**src/hw/decodePkg.sv**
```systemverilog
// Decode stage shared definitions
package decodePkg;

	// ==================================================
	// Sizes
	// ==================================================
	localparam int LANES = 4;
	localparam int INST_BITS = 36;
	localparam int INST_STRIDE = 5;
	localparam int ADDR_BITS = 32;
	localparam int VALUE_BITS = 64;
	localparam int REG_BITS = 6;
	localparam int LINK_BITS = 2;
	// Wide enough to hold a count of 0 to LANES
	localparam int COUNT_BITS = $clog2(LANES + 1);

	typedef logic [ADDR_BITS-1:0] addr_t;
	typedef logic [REG_BITS-1:0] regNum_t;

	localparam regNum_t SP_REG = regNum_t'(30);

	// ==================================================
	// Opcodes and function codes
	// ==================================================
	typedef enum logic [7:0] {
		BRK = 8'h00, NOP = 8'h01, R1 = 8'h02, R2 = 8'h03, R3 = 8'h04,
		ADDI = 8'h08, SUBFI = 8'h09, ANDI = 8'h0A, ORI = 8'h0B, XORI = 8'h0C,
		MULI = 8'h10, MULUI = 8'h11, MULSUI = 8'h12,
		DIVI = 8'h13, DIVUI = 8'h14, DIVSUI = 8'h15,
		SEQI = 8'h18, SNEI = 8'h19, SLTI = 8'h1A, SGTI = 8'h1B,
		SLTUI = 8'h1C, SGTUI = 8'h1D,
		JAL = 8'h40, JALR = 8'h41, CALL = 8'h42, RTS = 8'h43,
		// Conditional branches share the 0x48 to 0x4F block
		BEQ = 8'h48, BNE = 8'h49, BLT = 8'h4A, BGE = 8'h4B,
		BLTU = 8'h4C, BGEU = 8'h4D, BBS = 8'h4E,
		LDx = 8'h60, LDxX = 8'h61, STx = 8'h70, STxX = 8'h71
	} opcode_e;

	// One value space for R1, R2 and R3 so that no two names share a code
	typedef enum logic [5:0] {
		ABS = 6'h00, NABS = 6'h01, NOT = 6'h02, CTLZ = 6'h03, CTPOP = 6'h04,
		ADD = 6'h08, SUB = 6'h09, AND = 6'h0A, OR = 6'h0B, XOR = 6'h0C,
		NAND = 6'h0D, NOR = 6'h0E, XNOR = 6'h0F, DIF = 6'h10, MULF = 6'h11,
		MUL = 6'h12, MULU = 6'h13, MULSU = 6'h14,
		MULH = 6'h15, MULUH = 6'h16, MULSUH = 6'h17,
		DIV = 6'h18, DIVU = 6'h19, DIVSU = 6'h1A,
		SLL = 6'h20, SRL = 6'h21, SLLI = 6'h22, SRLI = 6'h23,
		SEQ = 6'h28, SNE = 6'h29, SLT = 6'h2A, SGE = 6'h2B,
		CMP = 6'h2C, SLTU = 6'h2D, SGEU = 6'h2E,
		PTRDIF = 6'h30, SLLP = 6'h31, CHK = 6'h32
	} func_e;

	// ==================================================
	// Instruction formats
	// ==================================================
	typedef struct packed {
		logic [5:0] func;
		logic [3:0] spare;
		regNum_t Rb;
		regNum_t Ra;
		regNum_t Rt;
		logic [7:0] opcode;
	} rForm_t;

	typedef struct packed {
		logic [15:0] imm16;
		regNum_t Ra;
		regNum_t Rt;
		logic [7:0] opcode;
	} iForm_t;

	typedef struct packed {
		logic [3:0] spare;
		logic [11:0] disp12;
		regNum_t Ra;
		regNum_t Rt;
		logic [7:0] opcode;
	} ldForm_t;

	typedef union packed {
		logic [INST_BITS-1:0] raw;
		rForm_t r;
		iForm_t i;
		ldForm_t ld;
	} inst_t;

	// ==================================================
	// Pipeline payloads
	// ==================================================
	typedef struct packed {
		inst_t inst;
		addr_t ip;
	} fetchSlot_t;

	typedef fetchSlot_t [LANES-1:0] fetchBundle_t;

	typedef struct packed {
		logic ui;
		logic rfwr;
		logic needRa;
		logic needRb;
		logic isSigned;
		logic branch;
		logic call;
		logic memOp;
		logic mc;
		regNum_t Ra;
		regNum_t Rb;
		regNum_t Rt;
		logic [VALUE_BITS-1:0] imm;
		addr_t ip;
	} decoded_t;

	typedef struct packed {
		decoded_t [LANES-1:0] lane;
		logic [LANES-1:0] laneValid;
		logic [COUNT_BITS-1:0] rfwrCount;
	} decodedBundle_t;

endpackage

```
**src/hw/fetchBundleSplit.sv**
```systemverilog
// Fetch bundle splitter
`timescale 1ns/1ps

module fetchBundleSplit import decodePkg::*; (
	input  logic              clk,
	input  logic              arstN,
	input  logic              bundleValid,
	input  inst_t [LANES-1:0] bundleInst,
	input  addr_t             bundleIp,
	output logic              slotValid,
	output fetchBundle_t      slots
);

	fetchBundle_t slotsNext;

	// Every slot sits a fixed stride after the one before it
	always_comb begin
		for (int k = 0; k < LANES; k++) begin
			slotsNext[k].inst = bundleInst[k];
			slotsNext[k].ip = bundleIp + addr_t'(k * INST_STRIDE);
		end
	end

	// ==================================================
	// Bundle register
	// ==================================================
	always_ff @(posedge clk or negedge arstN) begin
		if (!arstN) begin
			slotValid <= 1'b0;
		end else begin
			slotValid <= bundleValid;
		end
	end

	// Slots only load with a new bundle and hold otherwise
	always_ff @(posedge clk) begin
		if (bundleValid) begin
			slots <= slotsNext;
		end
	end

endmodule

```
**src/hw/instDecode.sv**
```systemverilog
// Single instruction decoder
`timescale 1ns/1ps

module instDecode import decodePkg::*; (
	input  fetchSlot_t slot,
	output decoded_t   dec
);

	inst_t ir;
	logic [VALUE_BITS-1:0] immSext16;
	logic [VALUE_BITS-1:0] immZext16;
	logic [VALUE_BITS-1:0] immOnes16;
	logic [VALUE_BITS-1:0] immJump;
	logic [VALUE_BITS-1:0] immBranch;
	logic [VALUE_BITS-1:0] immLoad;
	logic [VALUE_BITS-1:0] immStore;

	assign ir = slot.inst;

	// ==================================================
	// Immediate forms
	// ==================================================
	assign immSext16 = {{(VALUE_BITS-16){ir.i.imm16[15]}}, ir.i.imm16};
	assign immZext16 = {{(VALUE_BITS-16){1'b0}}, ir.i.imm16};
	assign immOnes16 = {{(VALUE_BITS-16){1'b1}}, ir.i.imm16};
	assign immJump = {{(VALUE_BITS-26){ir.raw[35]}}, ir.raw[35:10]};
	// Branch displacement takes the Rt field as its low bits
	assign immBranch = {{(VALUE_BITS-16){ir.raw[35]}}, ir.raw[35:26], ir.r.Rt};
	assign immLoad = {{(VALUE_BITS-12){ir.ld.disp12[11]}}, ir.ld.disp12};
	assign immStore = {{(VALUE_BITS-12){ir.r.func[5]}}, ir.r.func, ir.r.Rt};

	// ==================================================
	// Decode table
	// ==================================================
	always_comb begin
		dec = '0;
		dec.ui = 1'b1;
		dec.needRa = 1'b1;
		dec.isSigned = 1'b1;
		dec.Ra = ir.r.Ra;
		dec.Rb = ir.r.Rb;
		dec.ip = slot.ip;

		case (ir.r.opcode)
		BRK, NOP: dec.ui = 1'b0;
		R1: begin
			case (ir.r.func)
			ABS, NABS, NOT, CTLZ, CTPOP: begin
				dec.ui = 1'b0;
				dec.rfwr = 1'b1;
				dec.Rt = ir.r.Rt;
			end
			default: ;
			endcase
		end
		R2: begin
			case (ir.r.func)
			ADD, SUB, AND, OR, XOR, NAND, NOR, XNOR, DIF, SLL, SRL,
			SEQ, SNE, SLT, SGE, CMP, MULF, SLTU, SGEU,
			MUL, MULU, MULSU, MULH, MULUH, MULSUH, DIV, DIVU, DIVSU,
			SLLI, SRLI: begin
				dec.ui = 1'b0;
				dec.rfwr = 1'b1;
				dec.needRb = 1'b1;
				dec.Rt = ir.r.Rt;
			end
			default: ;
			endcase
			case (ir.r.func)
			MULF, SLTU, SGEU: dec.isSigned = 1'b0;
			MUL, MULU, MULSU, MULH, MULUH, MULSUH, DIV, DIVU, DIVSU: dec.mc = 1'b1;
			SLLI, SRLI: dec.imm = {{(VALUE_BITS-REG_BITS){1'b0}}, ir.r.Rb};
			default: ;
			endcase
		end
		R3: begin
			case (ir.r.func)
			PTRDIF, SLLP: begin
				dec.ui = 1'b0;
				dec.rfwr = 1'b1;
				dec.needRb = 1'b1;
				dec.Rt = ir.r.Rt;
				dec.isSigned = (ir.r.func != PTRDIF);
			end
			// Bounds check reads only and writes nothing back
			CHK: begin
				dec.ui = 1'b0;
				dec.needRb = 1'b1;
			end
			default: ;
			endcase
		end
		ADDI, SUBFI, ANDI, ORI, XORI, MULI, MULUI, MULSUI, DIVI, DIVUI, DIVSUI,
		SEQI, SNEI, SLTI, SGTI, SLTUI, SGTUI: begin
			dec.ui = 1'b0;
			dec.rfwr = 1'b1;
			dec.Rt = ir.i.Rt;
			case (ir.i.opcode)
			ANDI: dec.imm = immOnes16;
			ORI, XORI, SLTUI, SGTUI, MULUI, MULSUI, DIVUI, DIVSUI: dec.imm = immZext16;
			default: dec.imm = immSext16;
			endcase
			case (ir.i.opcode)
			MULI, MULUI, MULSUI, DIVI, DIVUI, DIVSUI: dec.mc = 1'b1;
			default: ;
			endcase
			case (ir.i.opcode)
			SLTUI, SGTUI, MULUI, MULSUI, DIVSUI: dec.isSigned = 1'b0;
			default: ;
			endcase
		end
		JAL, JALR: begin
			dec.ui = 1'b0;
			dec.rfwr = 1'b1;
			dec.mc = 1'b1;
			dec.Rt = regNum_t'(ir.r.Rt[LINK_BITS-1:0]);
			// Only the register form reads a base register
			dec.needRa = (ir.r.opcode == JALR);
			dec.imm = (ir.r.opcode == JALR) ? immSext16 : immJump;
		end
		CALL, RTS: begin
			dec.ui = 1'b0;
			dec.rfwr = 1'b1;
			dec.mc = 1'b1;
			dec.call = (ir.r.opcode == CALL);
			dec.Rt = SP_REG;
			dec.Ra = SP_REG;
			dec.imm = (ir.r.opcode == CALL) ? immJump : immSext16;
		end
		BEQ, BNE, BLT, BGE, BLTU, BGEU, BBS: begin
			dec.ui = 1'b0;
			dec.branch = 1'b1;
			dec.needRb = 1'b1;
			dec.mc = 1'b1;
			dec.Ra[REG_BITS-1] = 1'b0;
			dec.imm = immBranch;
			dec.isSigned = !(ir.r.opcode inside {BLTU, BGEU, BBS});
		end
		LDx, LDxX: begin
			dec.ui = 1'b0;
			dec.rfwr = 1'b1;
			dec.memOp = 1'b1;
			dec.mc = 1'b1;
			dec.Rt = ir.ld.Rt;
			dec.needRb = (ir.ld.opcode == LDxX);
			dec.imm = (ir.ld.opcode == LDx) ? immLoad : '0;
		end
		STx, STxX: begin
			dec.ui = 1'b0;
			dec.memOp = 1'b1;
			dec.mc = 1'b1;
			dec.needRb = 1'b1;
			dec.imm = (ir.r.opcode == STx) ? immStore : '0;
		end
		default: ;
		endcase
	end

endmodule

```
**src/hw/decodeCollect.sv**
```systemverilog
// Decoded bundle collector
`timescale 1ns/1ps

module decodeCollect import decodePkg::*; (
	input  logic                 clk,
	input  logic                 arstN,
	input  logic                 slotValid,
	input  decoded_t [LANES-1:0] lanes,
	output logic                 decValid,
	output decodedBundle_t       decOut
);

	logic chainOk;
	logic [LANES-1:0] validMask;
	logic [COUNT_BITS-1:0] writeCount;
	logic [LANES-1:0] laneValidQ;
	logic [COUNT_BITS-1:0] rfwrCountQ;
	decoded_t [LANES-1:0] lanesQ;

	// ==================================================
	// Bundle cut and write count
	// ==================================================
	always_comb begin
		chainOk = 1'b1;
		validMask = '0;
		writeCount = '0;
		for (int k = 0; k < LANES; k++) begin
			// The first unimplemented lane ends the bundle
			chainOk = chainOk && !lanes[k].ui;
			validMask[k] = chainOk;
			if (chainOk && lanes[k].rfwr) begin
				writeCount = writeCount + 1'b1;
			end
		end
	end

	always_ff @(posedge clk or negedge arstN) begin
		if (!arstN) begin
			decValid <= 1'b0;
			laneValidQ <= '0;
			rfwrCountQ <= '0;
		end else begin
			decValid <= slotValid;
			if (slotValid) begin
				laneValidQ <= validMask;
				rfwrCountQ <= writeCount;
			end
		end
	end

	always_ff @(posedge clk) begin
		if (slotValid) begin
			lanesQ <= lanes;
		end
	end

	assign decOut = '{lane: lanesQ, laneValid: laneValidQ, rfwrCount: rfwrCountQ};

	// Valid lanes form one run starting at lane 0
	laneValidContiguous: assert property (@(posedge clk) disable iff (!arstN)
		decValid |-> (decOut.laneValid & (decOut.laneValid + 1'b1)) == '0);

	rfwrCountBounded: assert property (@(posedge clk) disable iff (!arstN)
		decValid |-> decOut.rfwrCount <= $countones(decOut.laneValid));

endmodule

```
**src/hw/decodeStage.sv**
```systemverilog
// Multi-lane decode stage
`timescale 1ns/1ps

module decodeStage import decodePkg::*; (
	input  logic              clk,
	input  logic              arstN,
	input  logic              bundleValid,
	input  inst_t [LANES-1:0] bundleInst,
	input  addr_t             bundleIp,
	output logic              decValid,
	output decodedBundle_t    decOut
);

	logic slotValid;
	fetchBundle_t slots;
	decoded_t [LANES-1:0] laneDec;

	fetchBundleSplit fetchBundleSplit_i (
		.clk(clk),
		.arstN(arstN),
		.bundleValid(bundleValid),
		.bundleInst(bundleInst),
		.bundleIp(bundleIp),
		.slotValid(slotValid),
		.slots(slots)
	);

	for (genvar g = 0; g < LANES; g++) begin : laneGen
		instDecode instDecode_i (
			.slot(slots[g]),
			.dec(laneDec[g])
		);
	end

	decodeCollect decodeCollect_i (
		.clk(clk),
		.arstN(arstN),
		.slotValid(slotValid),
		.lanes(laneDec),
		.decValid(decValid),
		.decOut(decOut)
	);

endmodule

```
**config.mk**
```make
export PLATFORM = sky130hd
export DESIGN_NAME = decodeStage
export DESIGN_NICKNAME = d
export VERILOG_FILES = /design/src/hw/decodePkg.sv /design/src/hw/fetchBundleSplit.sv /design/src/hw/instDecode.sv /design/src/hw/decodeCollect.sv /design/src/hw/decodeStage.sv
export SDC_FILE = /design/constraint.sdc
export NUM_CORES = 1
export LEC_CHECK = 0
export ABC_AREA = 1
export BUFFER_PORTS_ARGS = -buffer_cell sky130_fd_sc_hd__buf_4
export CAP_MARGIN = 40
export CORE_MARGIN = 2
export CORE_UTILIZATION = 37
export DETAILED_ROUTE_END_ITERATION = 10
export GPL_ROUTABILITY_DRIVEN = 0
export PLACE_DENSITY = 0.61
export SYNTH_ARGS = -nofsm -noshare
export SYNTH_HDL_FRONTEND = slang
export SYNTH_SLANG_ARGS = --single-unit
```
**constraint.sdc**
```tcl
create_clock -name clk -period 13.4 [get_ports clk]
set_input_delay 2.68 -clock clk [delete_from_list [all_inputs] [get_ports clk]]
set_output_delay 2.68 -clock clk [all_outputs]
set_load 0.1 [all_outputs]
```
**Yosys cells after proc, flatten, opt, wreduce, memory -nomap -nowiden**

Index checks and enable logic that the tools add are counted.

- Eq/ne operators: 296
- Multiplexer cells: 120
- Reduce and logical (&&, ||, !) cells: 119
- Add/subtract/negate cells: 6

Operators by type and width:

| operator | count |
|---|---|
| 64-bit one-hot mux with 7 select lines | 4 |
| 64-bit 2-to-1 mux | 8 |
| 64-bit one-hot mux with 2 select lines | 4 |
| 8-bit by 7-bit == test with 1-bit output, second input constant | 60 |
| 8-bit by 5-bit == test with 1-bit output, second input constant | 48 |
| 6-bit == test, second input constant | 56 |
| 6-bit by 5-bit == test with 1-bit output, second input constant | 44 |
| 25-bit 2-to-1 mux | 8 |
| 6-bit by 4-bit == test with 1-bit output, second input constant | 32 |
| 8-bit by 4-bit == test with 1-bit output, second input constant | 20 |
| 6-bit one-hot mux with 6 select lines | 4 |
| 34-bit OR reduction | 4 |
| 30-bit OR reduction | 4 |
| 9-bit OR reduction | 12 |
| 6-bit 2-to-1 mux | 16 |
| 23-bit OR reduction | 4 |
| 19-bit OR reduction | 4 |
| 17-bit OR reduction | 4 |
| 32-bit by 4-bit adder with 32-bit output, second input constant | 2 |
| 8-bit by 2-bit == test with 1-bit output, second input constant | 8 |
| 1-bit one-hot mux with 4 select lines | 16 |
| 15-bit OR reduction | 4 |
| 6-bit by 2-bit == test with 1-bit output, second input constant | 8 |
| 2-bit OR reduction | 24 |
| 22 further kinds | 143 |

- Output and inout bits: 500
- Register bits after elaboration: 773
- Bits of input ports: 179

**Longest topological paths before layout**

Gate-level depths: netlist (run 1).

- Word-level depth: 13
- Mapped depth: 22
- Gate-level depth less buffers: 22

**Modules after synthesis**

A second synthesis (run 1) with hierarchy kept.

- Cell total of the unflattened synthesis: 3372
- Area, all modules: 36438.7 µm²

By module, submodules not included:

| module | area an instance (µm²) | seq. area each (µm²) | instances | cells each |
|---|---|---|---|---|
| decodeCollect | 15258.4 | 14974.4 | 1 | 555 |
| instDecode | 2726.4 | 0.0 | 4 | 534 |
| fetchBundleSplit | 10274.9 | 8132.8 | 1 | 681 |

**Least setup slack after synthesis (run 1)**

No wires, ideal clock.

- Path type: reg2reg
- Start point: register fetchBundleSplit_i.slotValid
- End point: register decodeCollect_i.laneValidQ[0]
- Buffers on the path: 0
- Setup time: 128 ps
- Arrival time: 9803 ps
- Data required time: 13272 ps
- Stages on the path, launching flop included: 3
- Slack: 3468 ps
- Cells stage by stage: dfrtp_1 > clkinv_1 > o21ai_0

RTL lines:

| what | line | text |
|---|---|---|
| start, declared | fetchBundleSplit.sv:10 | `output logic slotValid,` |
| start signal, assigned | fetchBundleSplit.sv:31 | `slotValid <= bundleValid;` |
| end signal, assigned | decodeCollect.sv:45 | `laneValidQ <= validMask;` |
| end, declared | decodeCollect.sv:16 | `logic [LANES-1:0] laneValidQ;` |

No word-level cell between the ends.

==> metrics, run 1 <==
Int Power=3.64 mW; Worst Reg-to-Reg Cells=4; initial antenna violation count=7; f_max=222 MHz; number of fill cells=6,342; Clock power frac=32.4%; routed wire length=78.6 mm; All-Layer GR Usage=20.4%; Arr. time, crit path=1.82 ns; DIE AREA=74,200 um^2; clk slew on worst S/H paths=0.06 ns; cell area after layout=34,000 um^2; initial core utilization=37.3%; NetSw=2.11 mW; Post-synth EDFFs=608; syn avg cell area=12.3 um^2; Seq/Total Area, Yosys=69.4%; max-slew violations=0; worst vdd ir=112 uV; Clock Latency Late Sink=0.60 ns; Yosys Warn Count=0; Max Buffers Root-to-Sink=3; Hold Fails Final Rpt=0; Yosys top cell area share=68.5%; gr busiest metal=met2; chip width=272 um; sw frac=36.6%; synth cell count leaders=edfxtp_1, nand2_1, inv_1, nor2_1, buf_4; num rows=98; Tmin final=4.50 ns; area grow syn2layout=27.7%; Fin Clk Skew=0.0242 ns; ANT nets after route=0; CP Capture Type=output pin; met1 Use GR=24.7%; Root Driver=clkbuf_16; largest net degree at the start of global routing=157; drt pass-1 iters=6; Final setup viols=0; count leader, synth=edfxtp_1; Rel. slew slack=21.3%; largest stage delay on the critical path=0.69 ns; core area=71,400 um^2; routed vias/inst=4.99; Top FF cell, synth=edfxtp_1; FFs w/ async S/R, synth=1.46%; Final HPWL DP=58.4 mm; htree depth=3; CP cell instances=buf_8, buf_4; Synth Register Bits=617; Netlist cell types=58; TritonCTS Sinks=617; Worst Max-Slew Pin Slew=1.18 ns; period utilization=33.6%; critical path launch point type=flop; worst-path maximum fanout=22; vias in the first global route=18,000; WP data required=10.72 ns; CTS Buf Count=70; Post-CTS Resized=0; post-CTS setup buffer count=0; HP Class=flop to flop; Vias=18,700; Fin Setup TNS=0 ns; minimum hold slack=0.413 ns; met3 Usage GRT=6.80%; slowest CP cell=edfxtp_1; WL per Instance=21.0 um; Nets=2,927; Max Cap Viol=0; Die Y=272 um; io pins=679; Setup WS post-layout=8.90 ns; Area contributors post-synth=edfxtp_1, nand2_1, buf_4; TritonCTS clock tree=done; ratio of cells with drive above 1 in the final layout=31.7%; syn_nets=2,350; grt ovf=0; grt met2 use=34.1%; RSZ-0062 raised after global routing=no; Starting DRT DRC Count=2,024; class of the most critical setup path=flop to output pin; post-place setup slack=8.34 ns; area leader, netlist=edfxtp_1; port bufs=678; Gate power share=25.9%; status=complete, no violations; Hold Buf Count CTS=0; cell count of the worst hold path=0; synthesized area=26,600 um^2; Remaining DRCs=0; Gate Count Post-Synth=2,162; Post-DP Area=31,800 um^2; first-pass GRT wire length=113 mm; PwrDens=169 nW/um^2; sequential share of power=41.8%; final cell utilization of the core=47.7%; Lkg Pwr=14.0 nW
-- cell families after synthesis --
logic type	after synthesis	synth area share, %
simple gates	769	12.8
buf+inv	444	8.55
fa+ha+maj	9	0.423
flops	617	69.4
xor+xnor	89	2.93
compound gates	234	5.90
-- worst max-delay path: cells and delay by family (launching register included) --
family | cells | cell delay (ns)
flops | 1 | 0.69
buf+inv | 2 | 0.55
-- through the flow --
stage / power, mW / cells
6_report: 5.75 / 3745
5_1_grt: 5.93 / 3744
4_1_cts: 5.81 / 3741
3_5_place_dp: 3.93 / 3617
3_3_place_gp: 3.92 / 3611
2_1_floorplan: 3.62 / 2162
-- state kept, by name, indices dropped and copies added, names as in the netlist --
| signal | count |
|---|---|
| fetchBundleSplit_i.slotValid | 1 |
| decodeCollect_i.laneValidQ | 4 |
| decodeCollect_i.decValid | 1 |
| fetchBundleSplit_i.slots | 270 |
| decodeCollect_i.decOut | 338 |
| decodeCollect_i.rfwrCountQ | 3 |
-- area by class of cell --
type                    count  area, um^2  area share (%)
inverters                 259         972            2.86
clock inverters            40         404            1.19
flip-flops and latches    617       18500            54.3
diodes                      4        10.0          0.0294
repair buffers            690        5260            15.5
clock buffers              84        1830            5.37
multi-input cells        1101        5880            17.3
well taps                 950        1190            3.49
-- layer usage --
layer / routed length, um / up-vias
li1: - / 8559
met1: 29400 / 8948
met2: 38300 / 1022
met3: 8540 / 156
met4: 2200 / 8
met5: 56 / -
-- final timing paths --
path                                                     from                            end  slack [ns]
worst max-delay path              decodeCollect_i.decOut[224]                    decOut[193]        8.90
worst min-delay path            fetchBundleSplit_i.slots[153]    decodeCollect_i.decOut[270]        0.41
worst max register to register   fetchBundleSplit_i.slotValid    decodeCollect_i.decOut[276]        9.72
worst min register to register  fetchBundleSplit_i.slots[153]    decodeCollect_i.decOut[270]        0.41
max in group asynchronous                               arstN   fetchBundleSplit_i.slotValid       11.34
min in group asynchronous                               arstN  decodeCollect_i.laneValidQ[2]        1.91
-- power groups by stage --
stage                     clock (mW)  combinational [mW]  sequential [mW]
after global routing            1.98                1.53             2.42
after CTS                       1.91                1.49             2.40
final                           1.86                1.49             2.40
after floorplan                    0               0.497             3.12
after global placement             0                1.48             2.44
after detailed placement           0                1.49             2.44
-- layout by cell type (no fill, tap or decap), drive strengths merged, types with 14 or more instances in the layout --
master | synthesis | final
nor3 | 42 | 42
buf | 165 | 690
clkinv | 5 | 33
nor4 | 14 | 14
nor2 | 242 | 242
edfxtp | 608 | 608
inv | 254 | 258
o221ai | 42 | 42
nand4 | 32 | 32
o211ai | 25 | 25
nand2 | 353 | 353
o21ai | 86 | 86
xor2 | 79 | 79
a31oi | 17 | 17
clkbuf | 20 | 84
nand3 | 76 | 76
a21oi | 34 | 34
Note: power is estimated with default switching activity, not from simulation.
==> run 2, diff against run 1 <==
clock period = 4.5 ns   (was 13.4 ns; I/O delays follow)
==> metrics, run 2 (same netlist as run 1, synthesis figures left out) <==
capture point of the worst reg-to-reg path=decodeCollect_i.rfwrCountQ[1]; Lkg Pwr=14.1 nW (+0.43%); leading registers by flop count=decodeCollect_i.decOut: 338 flops, fetchBundleSplit_i.slots: 270 flops, decodeCollect_i.laneValidQ: 4 flops; num rows=98 (unchanged); Tmin final=3.39 ns; Arr. time, crit path=3.87 ns (+2.05 ns); met1 WL=28.9 mm (-2.0%); TritonCTS Sinks=617 (unchanged); clk slew on worst S/H paths=0.06 ns (about the same); Starting DRT DRC Count=2,109 (+4.2%); met3 routed WL=9.33 mm (+9.3%); Nets=2,932 (+0.17%); largest net degree at the start of global routing=108 (-31%); period utilization=75.4%; WL met2=40.1 mm (+4.7%); class of the most critical setup path=flop to flop; Hold Fails Final Rpt=0 (unchanged); Vias=18,900 (+1.3%); worst r2r src=fetchBundleSplit_i.slots[101]; critical path launch point type=flop; post-route insts no fill=3,751 (+0.16%); Reg area=18,500 um^2 (unchanged); grt ovf=0 (unchanged); post-CTS setup buffer count=0 (unchanged); Post-DP Area=31,900 um^2 (+0.26%); Max Cap Viol=0 (unchanged); multi-input logic area=5880 um^2 (unchanged); most frequent cells in the layout=buf_4, edfxtp_1, nand2_1; Final HPWL DP=59.9 mm (+2.4%); Design Power=17.3 mW (+200%); io pins=679 (unchanged); R2R Setup Slk=1.11 ns (-8.61 ns); TritonCTS clock tree=done; Remaining DRCs=0 (unchanged); WP data required=4.97 ns (-5.75 ns); Hold Buf Count CTS=0 (unchanged); initial antenna violation count=5 (-2); All-Layer GR Usage=20.8% (+0.43 points); htree depth=3 (unchanged); CP Capture Type=flop; drt pass-1 iters=7 (+1); chip width=272 um (unchanged); HP Class=primary input to asynchronous set/reset pin; ANT nets after route=0 (unchanged); status=complete, no violations; routed wire length=80.4 mm (+2.4%); core area=71,400 um^2 (unchanged); Fin Clk Skew=0.0326 ns (+0.00844 ns); Rel. slew slack=31.8% (+10 points); max reg flops=338 (unchanged); Fin Setup TNS=0 ns (unchanged); WL per Instance=21.4 um (+2.2%); Worst Max-Slew Pin Slew=1.02 ns (-0.157 ns); Clock Latency Late Sink=0.62 ns (+0.02 ns); worst vdd ir=332 uV (+200%); RSZ-0062 raised after global routing=no; Die Y=272 um (unchanged); Max Buffers Root-to-Sink=3 (unchanged); f_max=295 MHz; Reg with most FFs=decodeCollect_i.decOut; ratio of cells with drive above 1 in the final layout=31.7% (about the same); Post-CTS Resized=0 (unchanged); top routing layer used=met5; port bufs=678 (unchanged); cell area after layout=34,100 um^2 (+0.35%); Final setup viols=0 (unchanged); initial core utilization=37.3% (unchanged); worst-path maximum fanout=11 (-50%); final cell utilization of the core=47.8% (+0.17 points); routed vias/inst=5.05 (+1.1%); vias in the first global route=18,300 (+1.6%); max-slew violations=0 (unchanged); Worst Reg-to-Reg Cells=15 (+11); PwrDens=507 nW/um^2 (+200%); DIE AREA=74,200 um^2 (unchanged); first-pass GRT wire length=116 mm (+1.9%); area grow syn2layout=28.2%; most common cell after layout, fill and taps aside=buf_4; CTS Buf Count=70 (unchanged); number of fill cells=6,311 (-0.49%); placed cells=3,622 (+0.14%); Root Driver=clkbuf_16
==> run 2: metal layers <==
layer  track usage [%]  up-vias
met1              24.0     9063
met4              6.33        6
met3              7.66      178
met2              36.0     1105
li1                  -     8575
met5                 0        -
==> run 2: worst max-delay path by stage <==
stage | start | end | depth (start not counted)
2_1_floorplan | fetchBundleSplit_i.slotValid | decodeCollect_i.rfwrCountQ[1] | 4
3_3_place_gp | fetchBundleSplit_i.slots[101] | decodeCollect_i.rfwrCountQ[2] | 16
3_5_place_dp | fetchBundleSplit_i.slots[101] | decodeCollect_i.rfwrCountQ[1] | 15
4_1_cts | fetchBundleSplit_i.slots[101] | decodeCollect_i.rfwrCountQ[1] | 15
5_1_grt | fetchBundleSplit_i.slots[67] | decodeCollect_i.rfwrCountQ[2] | 20
6_report | fetchBundleSplit_i.slots[101] | decodeCollect_i.rfwrCountQ[1] | 15
==> run 2: report_power, final <==
| part | internal [mW] | total [mW] | switching [mW] |
|---|---|---|---|
| clock | 3.31 | 5.69 | 2.38 |
| sequential | 6.89 | 7.14 | 0.245 |
| combinational | 0.755 | 4.47 | 3.72 |
==> run 2: area by class of cell <==
type | instances | share of cell area, %
clock buffers | 89 | 5.46
repair buffers | 695 | 15.6
diodes | 2 | 0.0147
well taps | 950 | 3.48
multi-input cells | 1101 | 17.2
clock inverters | 38 | 1.19
flip-flops and latches | 617 | 54.1
inverters | 259 | 2.85
==> run 2: metrics by stage <==
step | hold WS, ns | setup WS, ns
final | 0.118 | 1.11
after global routing | 0.0945 | 0.900
after CTS | 0.0794 | 1.19
after detailed placement | 0.405 | 1.20
after global placement | 0.400 | 1.39
after floorplan | 0.400 | 0.677
==> run 2: worst max-delay path: stages (launching register included) <==
cell and delay (ns):
edfxtp_1 0.48, nand2_1 0.15, clkinv_1 0.13, nand2_1 0.16
nor2_2 0.09, nor2_1 0.66, nand4_1 0.30, nand2_1 0.17
ha_1 0.29, nand3b_1 0.22, nand2_2 0.10, ha_1 0.22
nor2_1 0.10, nor2_1 0.04, o21ai_1 0.07, nand2_1 0.07
==> run 3, diff against run 2 <==
clock period = 3.55 ns   (was 4.5 ns; I/O delays follow)
==> metrics, run 3 (same netlist as run 1, synthesis figures left out) <==
TritonCTS clock tree=done; Max Buffers Root-to-Sink=3 (unchanged); max-slew violations=0 (unchanged); grt ovf=0 (unchanged); first-pass GRT wire length=116 mm (+0.20%); largest stage delay on the critical path=0.47 ns (-0.19 ns); area grow syn2layout=28.7%; port bufs=678 (unchanged); RSZ-0062 raised after global routing=no; worst vdd ir=457 uV (+37%); Worst Reg-to-Reg Cells=19 (+4); Final setup viols=0 (unchanged); Starting DRT DRC Count=2,140 (+1.5%); io pins=679 (unchanged); failing checks=design-rule violations; Final HPWL DP=60.2 mm (+0.64%); vias in the first global route=18,300 (+0.071%); htree depth=3 (unchanged); CP cell instances=nor2_1, nor2_1, nand3_1, nand2_1, nor2_1, nand3_1, nor2_2, inv_2, nor2_1, nand4_1, nand2_1, ha_1, nand3b_1, nand2_2, ha_1, nor2_1, nor2_1, o21ai_1, nand2_1; TritonCTS Sinks=617 (unchanged); clk slew on worst S/H paths=0.06 ns (about the same); Vias=18,900 (+0.085%); Root Driver=clkbuf_16; initial core utilization=37.3% (unchanged); worst r2r src=fetchBundleSplit_i.slots[101]; Tmin final=3.27 ns (-0.121 ns); R2R Setup Slk=0.28 ns (-0.83 ns); Max Cap Viol=0 (unchanged); Arr. time, crit path=3.75 ns (-0.12 ns); routed wire length=80.1 mm (-0.42%); status=finished, violations left; class of the most critical setup path=flop to flop; sequential share of power=41.2% (about the same); CP Capture Type=flop; capture point of the worst reg-to-reg path=decodeCollect_i.rfwrCountQ[1]; Clock power frac=33.1% (+0.2 points); Design Power=22.0 mW (+27%); CTS Buf Count=69 (-1.4%); max reg flops=338 (unchanged); f_max=306 MHz (+3.7%); Reg with most FFs=decodeCollect_i.decOut; drt pass-1 iters=11 (+4); HP Class=primary input to flop; Top delay family on crit path=simple AND/OR/NAND/NOR gates; DIE AREA=74,200 um^2 (unchanged); Nets=2,941 (+0.31%); NetSw=8.00 mW (+26%); number of fill cells=6,377 (+1.0%); Crit. path cell count=19 (+4); Hold Fails Final Rpt=0 (unchanged); ratio of cells with drive above 1 in the final layout=32.3% (+0.58 points); num rows=98 (unchanged); period utilization=92.1% (+17 points); most frequent cells in the layout=buf_4, edfxtp_1, nand2_1; Lkg Pwr=14.2 nW (+0.47%); Worst Path Buf+Inv=1 (unchanged); Int Power=14.0 mW (+28%); most common cell after layout, fill and taps aside=buf_4; routed vias/inst=5.03 (-0.26%); leading registers by flop count=decodeCollect_i.decOut: 338 flops, fetchBundleSplit_i.slots: 270 flops, decodeCollect_i.laneValidQ: 4 flops; PwrDens=641 nW/um^2 (+27%); WL per Instance=21.3 um (-0.77%); ANT nets after route=0 (unchanged); sw frac=36.4% (-0.28 points); CP most frequent cell=nor2_1; final cell utilization of the core=48.1% (+0.21 points); largest net degree at the start of global routing=82 (-24%); Gate power share=25.7% (about the same); post-CTS setup buffer count=0 (unchanged); CP startpoint=fetchBundleSplit_i.slots[101]; WP data required=4.03 ns (-0.94 ns); core area=71,400 um^2 (unchanged); Clock Latency Late Sink=0.62 ns (about the same); end of the critical path=decodeCollect_i.rfwrCountQ[1]; Rel. slew slack=43.4% (+12 points); Remaining DRCs=1 (+1); initial antenna violation count=8 (+3); critical path launch point type=flop; Worst Max-Slew Pin Slew=0.843 ns (-0.180 ns); slowest CP cell=edfxtp_1; Fin Clk Skew=0.0322 ns (-0.000458 ns); All-Layer GR Usage=20.9% (+0.040 points); chip width=272 um (unchanged); Die Y=272 um (unchanged); worst-path maximum fanout=6 (-5)
[run 3: final cells by class]
class                      count  area [um^2]  area share, %
timing repair buffer         705         5410           15.8
antenna                        6         15.0         0.0438
tap                          950         1190           3.47
clock buffer                  83         1820           5.31
inverter                     259          972           2.84
clock inverter                43          513           1.50
sequential                   617        18500           53.9
multi-input combinational   1101         5880           17.2
[run 3: routing by layer]
| layer | track usage, % | vias up | wire length (um) |
|---|---|---|---|
| met5 | 0 | - | 20 |
| met4 | 6.91 | 4 | 2330 |
| met3 | 6.85 | 220 | 8540 |
| met2 | 35.5 | 1070 | 39400 |
| met1 | 24.8 | 9069 | 29800 |
| li1 | - | 8580 | - |
[run 3: what timing repair did]
action | 4_1_cts | 5_1_grt
gates resized for setup | 0 | 1
hold buffers | 1 | 0
setup endpoints to repair | 0 | 1
hold endpoints to repair | 9 | 0
[run 3: how the worst min path moves through the flow]
stage / from / endpoint / slack, ns / cells after the start
2_1_floorplan: fetchBundleSplit_i.slots[3] / decodeCollect_i.decOut[10] / 0.40 / 0
3_3_place_gp: fetchBundleSplit_i.slots[220] / decodeCollect_i.decOut[392] / 0.40 / 0
3_5_place_dp: fetchBundleSplit_i.slots[25] / decodeCollect_i.decOut[32] / 0.40 / 0
4_1_cts: bundleInst[115] / fetchBundleSplit_i.slots[243] / 0.22 / 1
5_1_grt: bundleInst[78] / fetchBundleSplit_i.slots[174] / 0.24 / 1
6_report: bundleInst[78] / fetchBundleSplit_i.slots[174] / 0.26 / 1
[run 3: power groups by stage]
stage	clock, mW	combinational, mW	sequential [mW]
after global routing	7.70	5.80	9.13
after detailed placement	0	5.65	9.21
after floorplan	0	1.87	11.7
final	7.28	5.65	9.06
after CTS	7.45	5.65	9.07
after global placement	0	5.58	9.21
[run 3: per-stage QoR]
step / worst slack, ns / setup TNS (ns) / hold slack (ns) / area, um^2 / instances
final: 0.279 / 0 / 0.260 / 34300 / 3764
after floorplan: -0.265 / -1.49 / 0.400 / 26600 / 2162
after global placement: 0.555 / 0 / 0.401 / 31900 / 3628
after CTS: 0.408 / 0 / 0.224 / 34300 / 3758
after global routing: 0.0221 / 0 / 0.237 / 34300 / 3764
after detailed placement: 0.409 / 0 / 0.405 / 31900 / 3631
